## src/rtl/video_adj_pkg.sv

```systemverilog
/*
  Shared widths and fixed-point constants for the pixel adjustment path.
  Contrast is unsigned Q5.6, brightness is a signed 8-bit offset.
*/
`default_nettype none

package video_adj_pkg;

    // ------------------------------------------------------------------------
    // contrast coefficient, unsigned Q5.6
    // ------------------------------------------------------------------------
    localparam int COE_WIDTH = 11;
    localparam int COE_FRAC  = 6;

    typedef logic [COE_WIDTH-1:0] coe_t;

    // gain of 1.0, used as the reset value
    localparam coe_t COE_ONE = coe_t'(1 << COE_FRAC);

    // half an output LSB in coefficient fraction units
    localparam int ROUND_HALF = 1 << (COE_FRAC - 1);

    // ------------------------------------------------------------------------
    // brightness offset, signed, 8-bit pixel units
    // ------------------------------------------------------------------------
    localparam int BRIGHT_WIDTH = 8;

    typedef logic [BRIGHT_WIDTH-1:0] bright_t;

    // ------------------------------------------------------------------------
    // per-frame statistics
    // ------------------------------------------------------------------------
    localparam int COUNT_WIDTH = 22;
    localparam int SUM_WIDTH   = 32;

    // enough for 4 Mpixel frames
    typedef logic [COUNT_WIDTH-1:0] pix_count_t;
    typedef logic [SUM_WIDTH-1:0]   pix_sum_t;

endpackage

`default_nettype wire

```

## src/rtl/adj_coef_latch.sv

```systemverilog
/*
  Settings written on cfg_wr_i stay pending until the next VSYNC rising edge.
  A write on the edge cycle itself is applied straight away.
*/
`timescale 1ns/1ps
`default_nettype none

module adj_coef_latch (
    input  wire                      clk,
    input  wire                      reset_i,

    // host side
    input  wire                      cfg_wr_i,
    input  wire video_adj_pkg::coe_t    contrast_i,
    input  wire video_adj_pkg::bright_t brightness_i,

    // frame timing
    input  wire                      vs_i,

    // applied settings
    output video_adj_pkg::coe_t      contrast_o,
    output video_adj_pkg::bright_t   brightness_o
);

    import video_adj_pkg::*;

    coe_t    pend_contrast;
    bright_t pend_brightness;
    logic    vs_q;
    logic    vs_rise;

    // ------------------------------------------------------------------------
    // frame start detect
    // ------------------------------------------------------------------------
    assign vs_rise = vs_i & ~vs_q;

    always_ff @(posedge clk) begin
        if (reset_i) begin
            vs_q <= 1'b0;
        end else begin
            vs_q <= vs_i;
        end
    end

    // ------------------------------------------------------------------------
    // pending copy, follows every host write
    // ------------------------------------------------------------------------
    always_ff @(posedge clk) begin
        if (reset_i) begin
            pend_contrast   <= COE_ONE;
            pend_brightness <= '0;
        end else if (cfg_wr_i) begin
            pend_contrast   <= contrast_i;
            pend_brightness <= brightness_i;
        end
    end

    // ------------------------------------------------------------------------
    // applied copy, only moves at a frame boundary
    // ------------------------------------------------------------------------
    always_ff @(posedge clk) begin
        if (reset_i) begin
            contrast_o   <= COE_ONE;
            brightness_o <= '0;
        end else if (vs_rise) begin
            // bypass the pending copy when the write lands on the edge
            contrast_o   <= cfg_wr_i ? contrast_i : pend_contrast;
            brightness_o <= cfg_wr_i ? brightness_i : pend_brightness;
        end
    end

endmodule

`default_nettype wire

```

## src/rtl/contrast_brightness.sv

```systemverilog
/*
  out = floor((c*(in-mid) + 32)/64) + mid + b, clamped to 0..2^PIXEL_WIDTH-1.
  PIXEL_WIDTH is 8 or 10; at 10 the brightness is scaled by 4. Latency is 5.
*/
`timescale 1ns/1ps
`default_nettype none

module contrast_brightness #(
    parameter int PIXEL_WIDTH = 8
) (
    input  wire                         clk,
    input  wire                         reset_i,

    // settings, sampled with the pixel
    input  wire video_adj_pkg::coe_t    contrast_i,
    input  wire video_adj_pkg::bright_t brightness_i,

    // R in the low slice, then G, then B
    input  wire [3*PIXEL_WIDTH-1:0]     di_i,
    input  wire                         de_i,
    input  wire                         hs_i,
    input  wire                         vs_i,

    output logic [3*PIXEL_WIDTH-1:0]    do_o,
    output logic                        de_o,
    output logic                        hs_o,
    output logic                        vs_o
);

    import video_adj_pkg::*;

    // product of coefficient and pixel, unsigned
    localparam int PROD_W = COE_WIDTH + PIXEL_WIDTH;
    // signed accumulator, sign bit plus one guard bit over the product
    localparam int ACC_W  = PROD_W + 2;
    // first bit above the integer pixel range
    localparam int OVF_BIT = COE_FRAC + PIXEL_WIDTH;
    localparam int BRIGHT_SHIFT = PIXEL_WIDTH - 8;
    localparam int MID = 1 << (PIXEL_WIDTH - 1);

    typedef logic        [PROD_W-1:0] prod_t;
    typedef logic signed [ACC_W-1:0]  acc_t;

    localparam acc_t MID_ACC   = acc_t'(MID);
    localparam acc_t ROUND_ACC = acc_t'(ROUND_HALF);

    // ------------------------------------------------------------------------
    // terms shared by the three channels
    // ------------------------------------------------------------------------
    prod_t pivot_c;
    acc_t  bright_ext;
    acc_t  offset_c;

    prod_t pivot_q;
    acc_t  offset_q;
    acc_t  offset_d1;

    // gain applied to mid-grey, i.e. contrast << (PIXEL_WIDTH-1)
    assign pivot_c = prod_t'(contrast_i) << (PIXEL_WIDTH - 1);

    assign bright_ext = acc_t'(signed'(brightness_i));

    // (mid + brightness) moved up into the Q.6 domain
    assign offset_c = (MID_ACC + (bright_ext <<< BRIGHT_SHIFT)) <<< COE_FRAC;

    always_ff @(posedge clk) begin
        // stage 0
        pivot_q   <= pivot_c;
        offset_q  <= offset_c;
        // stage 1, keeps the offset in step with the difference
        offset_d1 <= offset_q;
    end

    // ------------------------------------------------------------------------
    // per-channel datapath
    // ------------------------------------------------------------------------
    genvar ch;
    generate
        for (ch = 0; ch < 3; ch++) begin : g_chan
            logic [PIXEL_WIDTH-1:0] pix_in;
            prod_t                  prod_q;
            acc_t                   diff_q;
            acc_t                   sum_q;
            acc_t                   rnd_q;
            logic [PIXEL_WIDTH-1:0] pix_q;

            assign pix_in = di_i[ch*PIXEL_WIDTH +: PIXEL_WIDTH];

            always_ff @(posedge clk) begin
                // stage 0, gain
                prod_q <= contrast_i * pix_in;
                // stage 1, remove the pivot
                diff_q <= acc_t'(prod_q) - acc_t'(pivot_q);
                // stage 2, back to mid plus brightness
                sum_q  <= diff_q + offset_d1;
                // stage 3, half LSB for round half up
                rnd_q  <= sum_q + ROUND_ACC;
            end

            // stage 4, clamp and drop the fraction
            always_ff @(posedge clk) begin
                if (reset_i) begin
                    pix_q <= '0;
                end else if (rnd_q[ACC_W-1]) begin
                    pix_q <= '0;
                end else if (|rnd_q[ACC_W-2:OVF_BIT]) begin
                    pix_q <= '1;
                end else begin
                    pix_q <= rnd_q[COE_FRAC +: PIXEL_WIDTH];
                end
            end

            assign do_o[ch*PIXEL_WIDTH +: PIXEL_WIDTH] = pix_q;
        end
    endgenerate

    // ------------------------------------------------------------------------
    // sync and DE delay, 4 deep plus the output register
    // ------------------------------------------------------------------------
    logic [3:0] de_sr;
    logic [3:0] hs_sr;
    logic [3:0] vs_sr;

    always_ff @(posedge clk) begin
        if (reset_i) begin
            de_sr <= '0;
            hs_sr <= '0;
            vs_sr <= '0;
            de_o  <= 1'b0;
            hs_o  <= 1'b0;
            vs_o  <= 1'b0;
        end else begin
            de_sr <= {de_sr[2:0], de_i};
            hs_sr <= {hs_sr[2:0], hs_i};
            vs_sr <= {vs_sr[2:0], vs_i};
            de_o  <= de_sr[3];
            hs_o  <= hs_sr[3];
            vs_o  <= vs_sr[3];
        end
    end

endmodule

`default_nettype wire

```

## src/rtl/frame_stats.sv

```systemverilog
/*
  Active pixel count and R+G+B sum per frame, reported one cycle after
  each VSYNC rising edge. Totals wrap silently beyond the type widths.
*/
`timescale 1ns/1ps
`default_nettype none

module frame_stats #(
    parameter int PIXEL_WIDTH = 8
) (
    input  wire                         clk,
    input  wire                         reset_i,

    // pipeline output stream
    input  wire [3*PIXEL_WIDTH-1:0]     do_i,
    input  wire                         de_i,
    input  wire                         vs_i,

    output video_adj_pkg::pix_count_t   stat_count_o,
    output video_adj_pkg::pix_sum_t     stat_sum_o,
    output logic                        stat_valid_o
);

    import video_adj_pkg::*;

    logic [PIXEL_WIDTH+1:0] chan_sum;
    pix_count_t             count_q;
    pix_sum_t               sum_q;
    logic                   vs_q;
    logic                   vs_rise;

    assign chan_sum = (PIXEL_WIDTH + 2)'(do_i[0*PIXEL_WIDTH +: PIXEL_WIDTH])
                    + (PIXEL_WIDTH + 2)'(do_i[1*PIXEL_WIDTH +: PIXEL_WIDTH])
                    + (PIXEL_WIDTH + 2)'(do_i[2*PIXEL_WIDTH +: PIXEL_WIDTH]);

    assign vs_rise = vs_i & ~vs_q;

    // ------------------------------------------------------------------------
    // running totals
    // ------------------------------------------------------------------------
    always_ff @(posedge clk) begin
        if (reset_i) begin
            vs_q    <= 1'b0;
            count_q <= '0;
            sum_q   <= '0;
        end else begin
            vs_q <= vs_i;
            if (vs_rise) begin
                // a pixel on the edge cycle opens the new frame
                count_q <= de_i ? pix_count_t'(1) : '0;
                sum_q   <= de_i ? pix_sum_t'(chan_sum) : '0;
            end else if (de_i) begin
                count_q <= count_q + pix_count_t'(1);
                sum_q   <= sum_q + pix_sum_t'(chan_sum);
            end
        end
    end

    // ------------------------------------------------------------------------
    // report at frame start
    // ------------------------------------------------------------------------
    always_ff @(posedge clk) begin
        if (reset_i) begin
            stat_count_o <= '0;
            stat_sum_o   <= '0;
            stat_valid_o <= 1'b0;
        end else begin
            stat_valid_o <= vs_rise;
            if (vs_rise) begin
                stat_count_o <= count_q;
                stat_sum_o   <= sum_q;
            end
        end
    end

endmodule

`default_nettype wire

```

## src/rtl/video_adjust_top.sv

```systemverilog
/*
  Contrast and brightness adjust for an RGB stream, one pixel per clock,
  no back-pressure. PIXEL_WIDTH is 8 or 10; outputs lag inputs by 5 cycles.
*/
`timescale 1ns/1ps
`default_nettype none

module video_adjust_top #(
    parameter int PIXEL_WIDTH = 8
) (
    input  wire                         clk,
    input  wire                         reset_i,

    // host settings
    input  wire video_adj_pkg::coe_t    contrast_i,
    input  wire video_adj_pkg::bright_t brightness_i,
    input  wire                         cfg_wr_i,

    // video in
    input  wire [3*PIXEL_WIDTH-1:0]     di_i,
    input  wire                         de_i,
    input  wire                         hs_i,
    input  wire                         vs_i,

    // video out
    output logic [3*PIXEL_WIDTH-1:0]    do_o,
    output logic                        de_o,
    output logic                        hs_o,
    output logic                        vs_o,

    // per-frame statistics
    output video_adj_pkg::pix_count_t   stat_count_o,
    output video_adj_pkg::pix_sum_t     stat_sum_o,
    output logic                        stat_valid_o
);

    import video_adj_pkg::*;

    // settings in force for the current frame
    coe_t    contrast_act;
    bright_t brightness_act;

    // ------------------------------------------------------------------------
    // input side
    // ------------------------------------------------------------------------
    adj_coef_latch u_coef_latch (
        .clk          (clk),
        .reset_i      (reset_i),
        .cfg_wr_i     (cfg_wr_i),
        .contrast_i   (contrast_i),
        .brightness_i (brightness_i),
        .vs_i         (vs_i),
        .contrast_o   (contrast_act),
        .brightness_o (brightness_act)
    );

    // ------------------------------------------------------------------------
    // pixel pipeline
    // ------------------------------------------------------------------------
    contrast_brightness #(
        .PIXEL_WIDTH (PIXEL_WIDTH)
    ) u_adjust (
        .clk          (clk),
        .reset_i      (reset_i),
        .contrast_i   (contrast_act),
        .brightness_i (brightness_act),
        .di_i         (di_i),
        .de_i         (de_i),
        .hs_i         (hs_i),
        .vs_i         (vs_i),
        .do_o         (do_o),
        .de_o         (de_o),
        .hs_o         (hs_o),
        .vs_o         (vs_o)
    );

    // ------------------------------------------------------------------------
    // output side, measures what leaves the pipeline
    // ------------------------------------------------------------------------
    frame_stats #(
        .PIXEL_WIDTH (PIXEL_WIDTH)
    ) u_stats (
        .clk          (clk),
        .reset_i      (reset_i),
        .do_i         (do_o),
        .de_i         (de_o),
        .vs_i         (vs_o),
        .stat_count_o (stat_count_o),
        .stat_sum_o   (stat_sum_o),
        .stat_valid_o (stat_valid_o)
    );

endmodule

`default_nettype wire

```

## config.mk

```make
export PLATFORM = sky130hd
export DESIGN_NAME = video_adjust_top
export DESIGN_NICKNAME = d
export VERILOG_FILES = /design/src/rtl/video_adj_pkg.sv /design/src/rtl/adj_coef_latch.sv /design/src/rtl/contrast_brightness.sv /design/src/rtl/frame_stats.sv /design/src/rtl/video_adjust_top.sv
export SDC_FILE = /design/constraint.sdc
export NUM_CORES = 1
export LEC_CHECK = 0
export ABC_AREA = 0
export BUFFER_PORTS_ARGS = -buffer_cell sky130_fd_sc_hd__buf_4
export CAP_MARGIN = 20
export CORE_MARGIN = 2
export CORE_UTILIZATION = 30
export DETAILED_ROUTE_END_ITERATION = 12
export GPL_ROUTABILITY_DRIVEN = 0
export PLACE_DENSITY_LB_ADDON = 0.15
export SYNTH_ARGS = -nofsm -noshare
export SYNTH_HDL_FRONTEND = slang
export SYNTH_SLANG_ARGS = --single-unit
```

## constraint.sdc

```tcl
create_clock -name clk -period 10.4 [get_ports clk]
set_input_delay 1.04 -clock clk [delete_from_list [all_inputs] [get_ports clk]]
set_output_delay 1.04 -clock clk [all_outputs]
set_load 0.02 [all_outputs]
```

**Word level (Yosys, flattened, before mapping)**

Cells that the tools add are included.

- $add $sub $neg: 14
- Multiply operators: 3
- Div/mod/pow operators: 0
- Magnitude comparators: 0
- Equal/unequal tests: 0
- Shift operators: 0
- Muxes and demuxes: 11
- Bitwise operators: 4
- Reduce and logical (&&, ||, !) cells: 7

Operators with widths:

| cell | number |
|---|---|
| $mux 32 | 2 |
| $add 21x21->21 | 3 |
| $add 21x7->21 const B | 3 |
| $sub 19x18->20 | 3 |
| $mul 11x8->19 | 3 |
| $mux 22 | 2 |
| $add 32x10->32 | 1 |
| $mux 8 | 4 |
| $add 22x1->22 const B | 1 |
| $reduce_or 6->1 | 3 |
| $mux 11 | 1 |
| $add 10x8->10 | 1 |
| $add 9x8->10 const A | 1 |
| $mux 10 | 1 |
| $add 8x8->9 | 1 |
| $reduce_or 2->1 | 3 |
| $and 1x1->1 | 2 |
| $not 1->1 | 2 |
| $reduce_bool 2->1 | 1 |
| $mux 1 | 1 |

- Bits in registers: 475
- Bits in latches: 0
- Memory bits (writable): 0
- ROM bits: 0
- Bits of input ports: 49
- Output and inout bits: 82
- Logic and storage cells: 74
- Memories kept: 0

**Longest topological paths before layout**

- Depth in word-level cells: 5
- Depth in mapped cells: 23
- Mapped depth without buffers: 22

**Cells and area by module**

A second synthesis with hierarchy kept.

- Cells, all modules: 2558
- Area total of the unflattened synthesis: 23759.0 µm²

By module, submodules not included:

| module | times used | cells an instance | area each (µm²) | sequential area each (µm²) |
|---|---|---|---|---|
| contrast_brightness | 1 | 1783 | 17012.6 | 4924.7 |
| frame_stats | 1 | 647 | 5282.6 | 2202.1 |
| adj_coef_latch | 1 | 128 | 1463.9 | 780.7 |

**Worst setup path after synthesis**

Ideal clock, no wire load.

- Path kind: input-to-reg
- From: input port di_i[7]
- To: register u_adjust.g_chan[0].prod_q[15]
- Setup time: 72 ps
- Arrival time: 5251 ps
- Required time: 10328 ps
- Path slack: 5077 ps
- Stages: 18
- Path buffers: 1
- Cells stage by stage: clkbuf_1 and2_1 fa_1 inv_1 fa_1 inv_1 fa_1 inv_1 fa_1 inv_1 ha_1 a211o_1 or3_1 a211oi_2 nor3_1 a21o_1 a21oi_2 xnor2_1

- Longest elaborated chain between the ends: 1

RTL lines:

| item | line | text |
|---|---|---|
| start, declared | video_adjust_top.sv:20 | `input wire [3*PIXEL_WIDTH-1:0] di_i,` |
| $mul 11x8->19 | contrast_brightness.sv:91 | `prod_q <= contrast_i * pix_in;` |
| end signal, assigned | contrast_brightness.sv:91 |  |
| end, declared | contrast_brightness.sv:81 | `prod_t prod_q;` |

Every way passes these cells.
A chain may end at the register's enable or synchronous reset.

**Worst setup path after layout**

- From: register u_coef_latch.contrast_o[3]
- To: register u_adjust.g_chan[1].prod_q[17]

- Longest elaborated chain between the ends: 1

RTL lines:

| item | line | text |
|---|---|---|
| start, declared | adj_coef_latch.sv:21 | `output video_adj_pkg::coe_t contrast_o,` |
| start signal, assigned | adj_coef_latch.sv:67 | `contrast_o <= cfg_wr_i ? contrast_i : pend_contrast;` |
| $mul 11x8->19 | contrast_brightness.sv:91 |  |
| end signal, assigned | contrast_brightness.sv:91 |  |
| end, declared | contrast_brightness.sv:81 |  |

Every way passes these cells.

==> results.cfg <==
[status]
status = complete, no violations

[cells_and_area]
final_cell_area_mm2 = 0.0267
stdcell_count = 3595
n_antenna_cell = 0
syn_to_final_growth_pct = 15.7
drive_above_1_share = 0.0967
n_fill_cell = 7765
finalCoreUtilization = 0.351
fin_nets = 2946

[pwr]
leakage_nw = 12.3
vdd_drop_max_v = 0.000104
p_total_mw = 6.13
power.density_mw_per_mm2 = 229

[critical_path]
cp-end-kind = flop
criticalPathCategory = flop to flop
startpoint = u_coef_latch.contrast_o[3]
critPathSlowestCell = dfxtp_1
ff2ff_path_depth = 16
r2r_start = u_coef_latch.contrast_o[3]
path_common_cell = fa_1
critPathCapture = u_adjust.g_chan[1].prod_q[17]
cp_data_required_time_ns = 10.90
cp_data_arrival_time_ns = 5.71
r2r_setup_slack_ns = 5.19
path_cells = buf_4, and2_1, fa_1, inv_1, fa_1, fa_1, inv_1, fa_1, ha_1, a21o_1, a21o_1, a21oi_1, a21o_1, a21oi_1, or4_1, nand3_1
crit_path_max_fanout = 18
cp_slowest_stage_delay_ns = 0.82
cp-start-kind = flop
reg2reg_to = u_adjust.g_chan[1].prod_q[17]

[route]
first_pass_iters = 5
routed_wl_um = 53600
drt_iter0_markers = 659
drt.antenna.violating_nets = 0
viasPerCell = 4.44
post-route-drc-count = 0
vias = 16000
wire_per_inst_um = 14.9

[timing]
fmax_mhz = 192
relSlewSlack = 0.331
setup_violations = 0
finClkSkew_ns = 0.0310
period_minus_slack_ns = 5.21
tns_ns = 0
fin_crit_sh = 0.501
finalHoldViolCount = 0
finalMaxSlewViolations = 0
grt_setup_unrepaired = false
worstMarginPinSlew_ns = 1.00
finalWorstSetupSlack_ns = 5.19
finalHoldWorstSlack_ns = 0.327

[clock_tree]
cts_sinks = 394
holdBufCountCts = 0
cts_setup_buffers = 0
clk_pin_slew_ns = 0.06
cts_buffers = 43
ctsResizeCount = 0
cts_tree = built
cts-htree-levels = 2
root_buffer = clkbuf_16
ctsLongestPathBuffers = 3
worstSkewPairLatency_ns = 0.57

[grt]
top_usage_layer = met2
grt_pass1_vias = 16200
antenna_found_initial = 0
grt_start_max_net_pins = 71
overflow = 0
grt_util_met2 = 0.231
use_met3 = 0.0165
grt_usage = 0.137
met1_usage = 0.186
grt_pass1_wl_um = 87600

[job]
maxCapViolCount = 0

[floorplanning]
die-height_um = 281
start_util = 0.304
ios = 131
rows = 101
core_area_mm2 = 0.0761
dieArea_mm2 = 0.0792
dieWidth_um = 281

[placement]
post-dp-hpwl_um = 41500
port_buffers = 130
dp.cells = 3519
dpl_cell_area_mm2 = 0.0252
dp_slack_ns = 4.90

[synth]
syn_nets = 2839
ys_warn_count = 0
ys_seq_area_frac = 0.342
async_flop_share = 0
synthCells = 2427
synth_ff_type = dfxtp_1
synth-edff-count = 0
syn_area_mm2 = 0.0231
syn_avg_cell_area_um2 = 9.52
synth_seq_cells = 394
synth.distinct_cells = 72

[worst_hold_path]
hold_start = u_adjust.offset_q[11]
hold_class = flop to flop
routing by layer:
layer / vias to the layer above / part of all wire
li1: 8135 / -
met1: 7565 / 0.49
met2: 186 / 0.47
met3: 70 / 0.025
met4: 0 / 0.020
met5: - / 0
synthesized netlist by cell type (all sizes together) (11+ instances only):
cell    instances  area share
dfxtp         394        0.34
inv           300       0.049
nand2         206       0.033
ha            195        0.11
nor2          170       0.028
fa            168        0.15
and2          140       0.038
xnor2         115       0.044
clkbuf         76       0.012
a21oi          68       0.015
xor2           66       0.025
a22o           54       0.020
nand3          52       0.011
o21ai          48       0.011
nor2b          42       0.012
o21a           38       0.012
a21o           29      0.0094
and3           27      0.0073
nor3           27      0.0059
a211oi         26      0.0092
mux2i          22      0.0095
nand4          17      0.0046
o211ai         16      0.0054
or3            14      0.0038
a21boi         11      0.0036
nand2b         11      0.0030
layout by cell type, fill, tap and decap left out, types with 9 or more instances in the layout:
cell type	count
a211oi_1	24
nor2b_1	39
xor2_1	66
nor2_1	169
and2_1	140
a21boi_0	10
nor3_1	27
nand2b_1	11
clkbuf_8	9
inv_1	299
nand4_1	17
a22o_1	54
a31oi_1	9
o21ai_0	41
buf_4	147
o21a_1	38
o211ai_1	15
a21o_1	29
ha_1	195
clkbuf_16	43
a21oi_1	65
dfxtp_1	394
and3_1	27
nand2_1	206
nand3_1	51
fa_1	168
xnor2_1	115
or3_1	14
mux2i_1	22
critical path: cells and delay by family, from the launching register on:
family | cells | cell delay, ns
adders and majority gates | 5 | 2.22
DFF | 1 | 0.82
AOI/OAI and AO/OA | 5 | 0.92
and+or+nand+nor | 3 | 0.73
buffers and inverters | 3 | 0.42
power breakdown:
part | internal [mW] | switching, mW
Combinational | 1.02 | 1.28
Clock | 1.02 | 0.619
Sequential | 1.94 | 0.245
Total | 3.98 | 2.14
cell type report:
class | count | area (µm²) | area share
clock buffer | 55 | 1210 | 0.0453
clock inverter | 21 | 340 | 0.0127
inverter | 301 | 1130 | 0.0423
multi-input combinational | 1647 | 13800 | 0.515
sequential | 394 | 7890 | 0.295
tap | 1030 | 1290 | 0.0482
timing repair buffer | 147 | 1100 | 0.0413
logic make-up (layout without fill, tap and decap cells):
| kind of cell | count (synthesis) | in the layout | synth area share |
|---|---|---|---|
| adders and majority gates | 363 | 363 | 0.251 |
| buffers and inverters | 386 | 524 | 0.0632 |
| xor gates and xnor gates | 181 | 181 | 0.0686 |
| muxes | 22 | 22 | 0.00954 |
| and+or+nand+nor | 732 | 732 | 0.157 |
| AOI/OAI and AO/OA | 349 | 349 | 0.109 |
| DFF | 394 | 394 | 0.342 |
flip-flops by register name, summed over array words and instances, names as in the netlist, 11 cells and up:
name                        cells
u_adjust.g_chan.diff_q         45
u_adjust.g_chan.pix_q          24
u_adjust.g_chan.prod_q         42
u_adjust.g_chan.rnd_q          45
u_adjust.g_chan.sum_q          48
u_adjust.pivot_q               11
u_coef_latch.contrast_o        11
u_coef_latch.pend_contrast     11
u_stats.count_q                22
u_stats.stat_count_o           22
u_stats.stat_sum_o             32
u_stats.sum_q                  32
how the worst min path moves through the flow:
stage | depth (start not counted) | slack [ns] | end
3_3_place_gp | 0 | 0.32 | u_adjust.offset_d1[11]
4_1_cts | 0 | 0.33 | u_adjust.offset_d1[9]
3_5_place_dp | 0 | 0.32 | u_adjust.g_chan[1].diff_q[6]
6_report | 0 | 0.33 | u_adjust.offset_d1[11]
2_1_floorplan | 0 | 0.31 | u_adjust.g_chan[0].diff_q[5]
5_1_grt | 0 | 0.34 | u_adjust.offset_d1[9]
(Power assumes the default switching activity.)
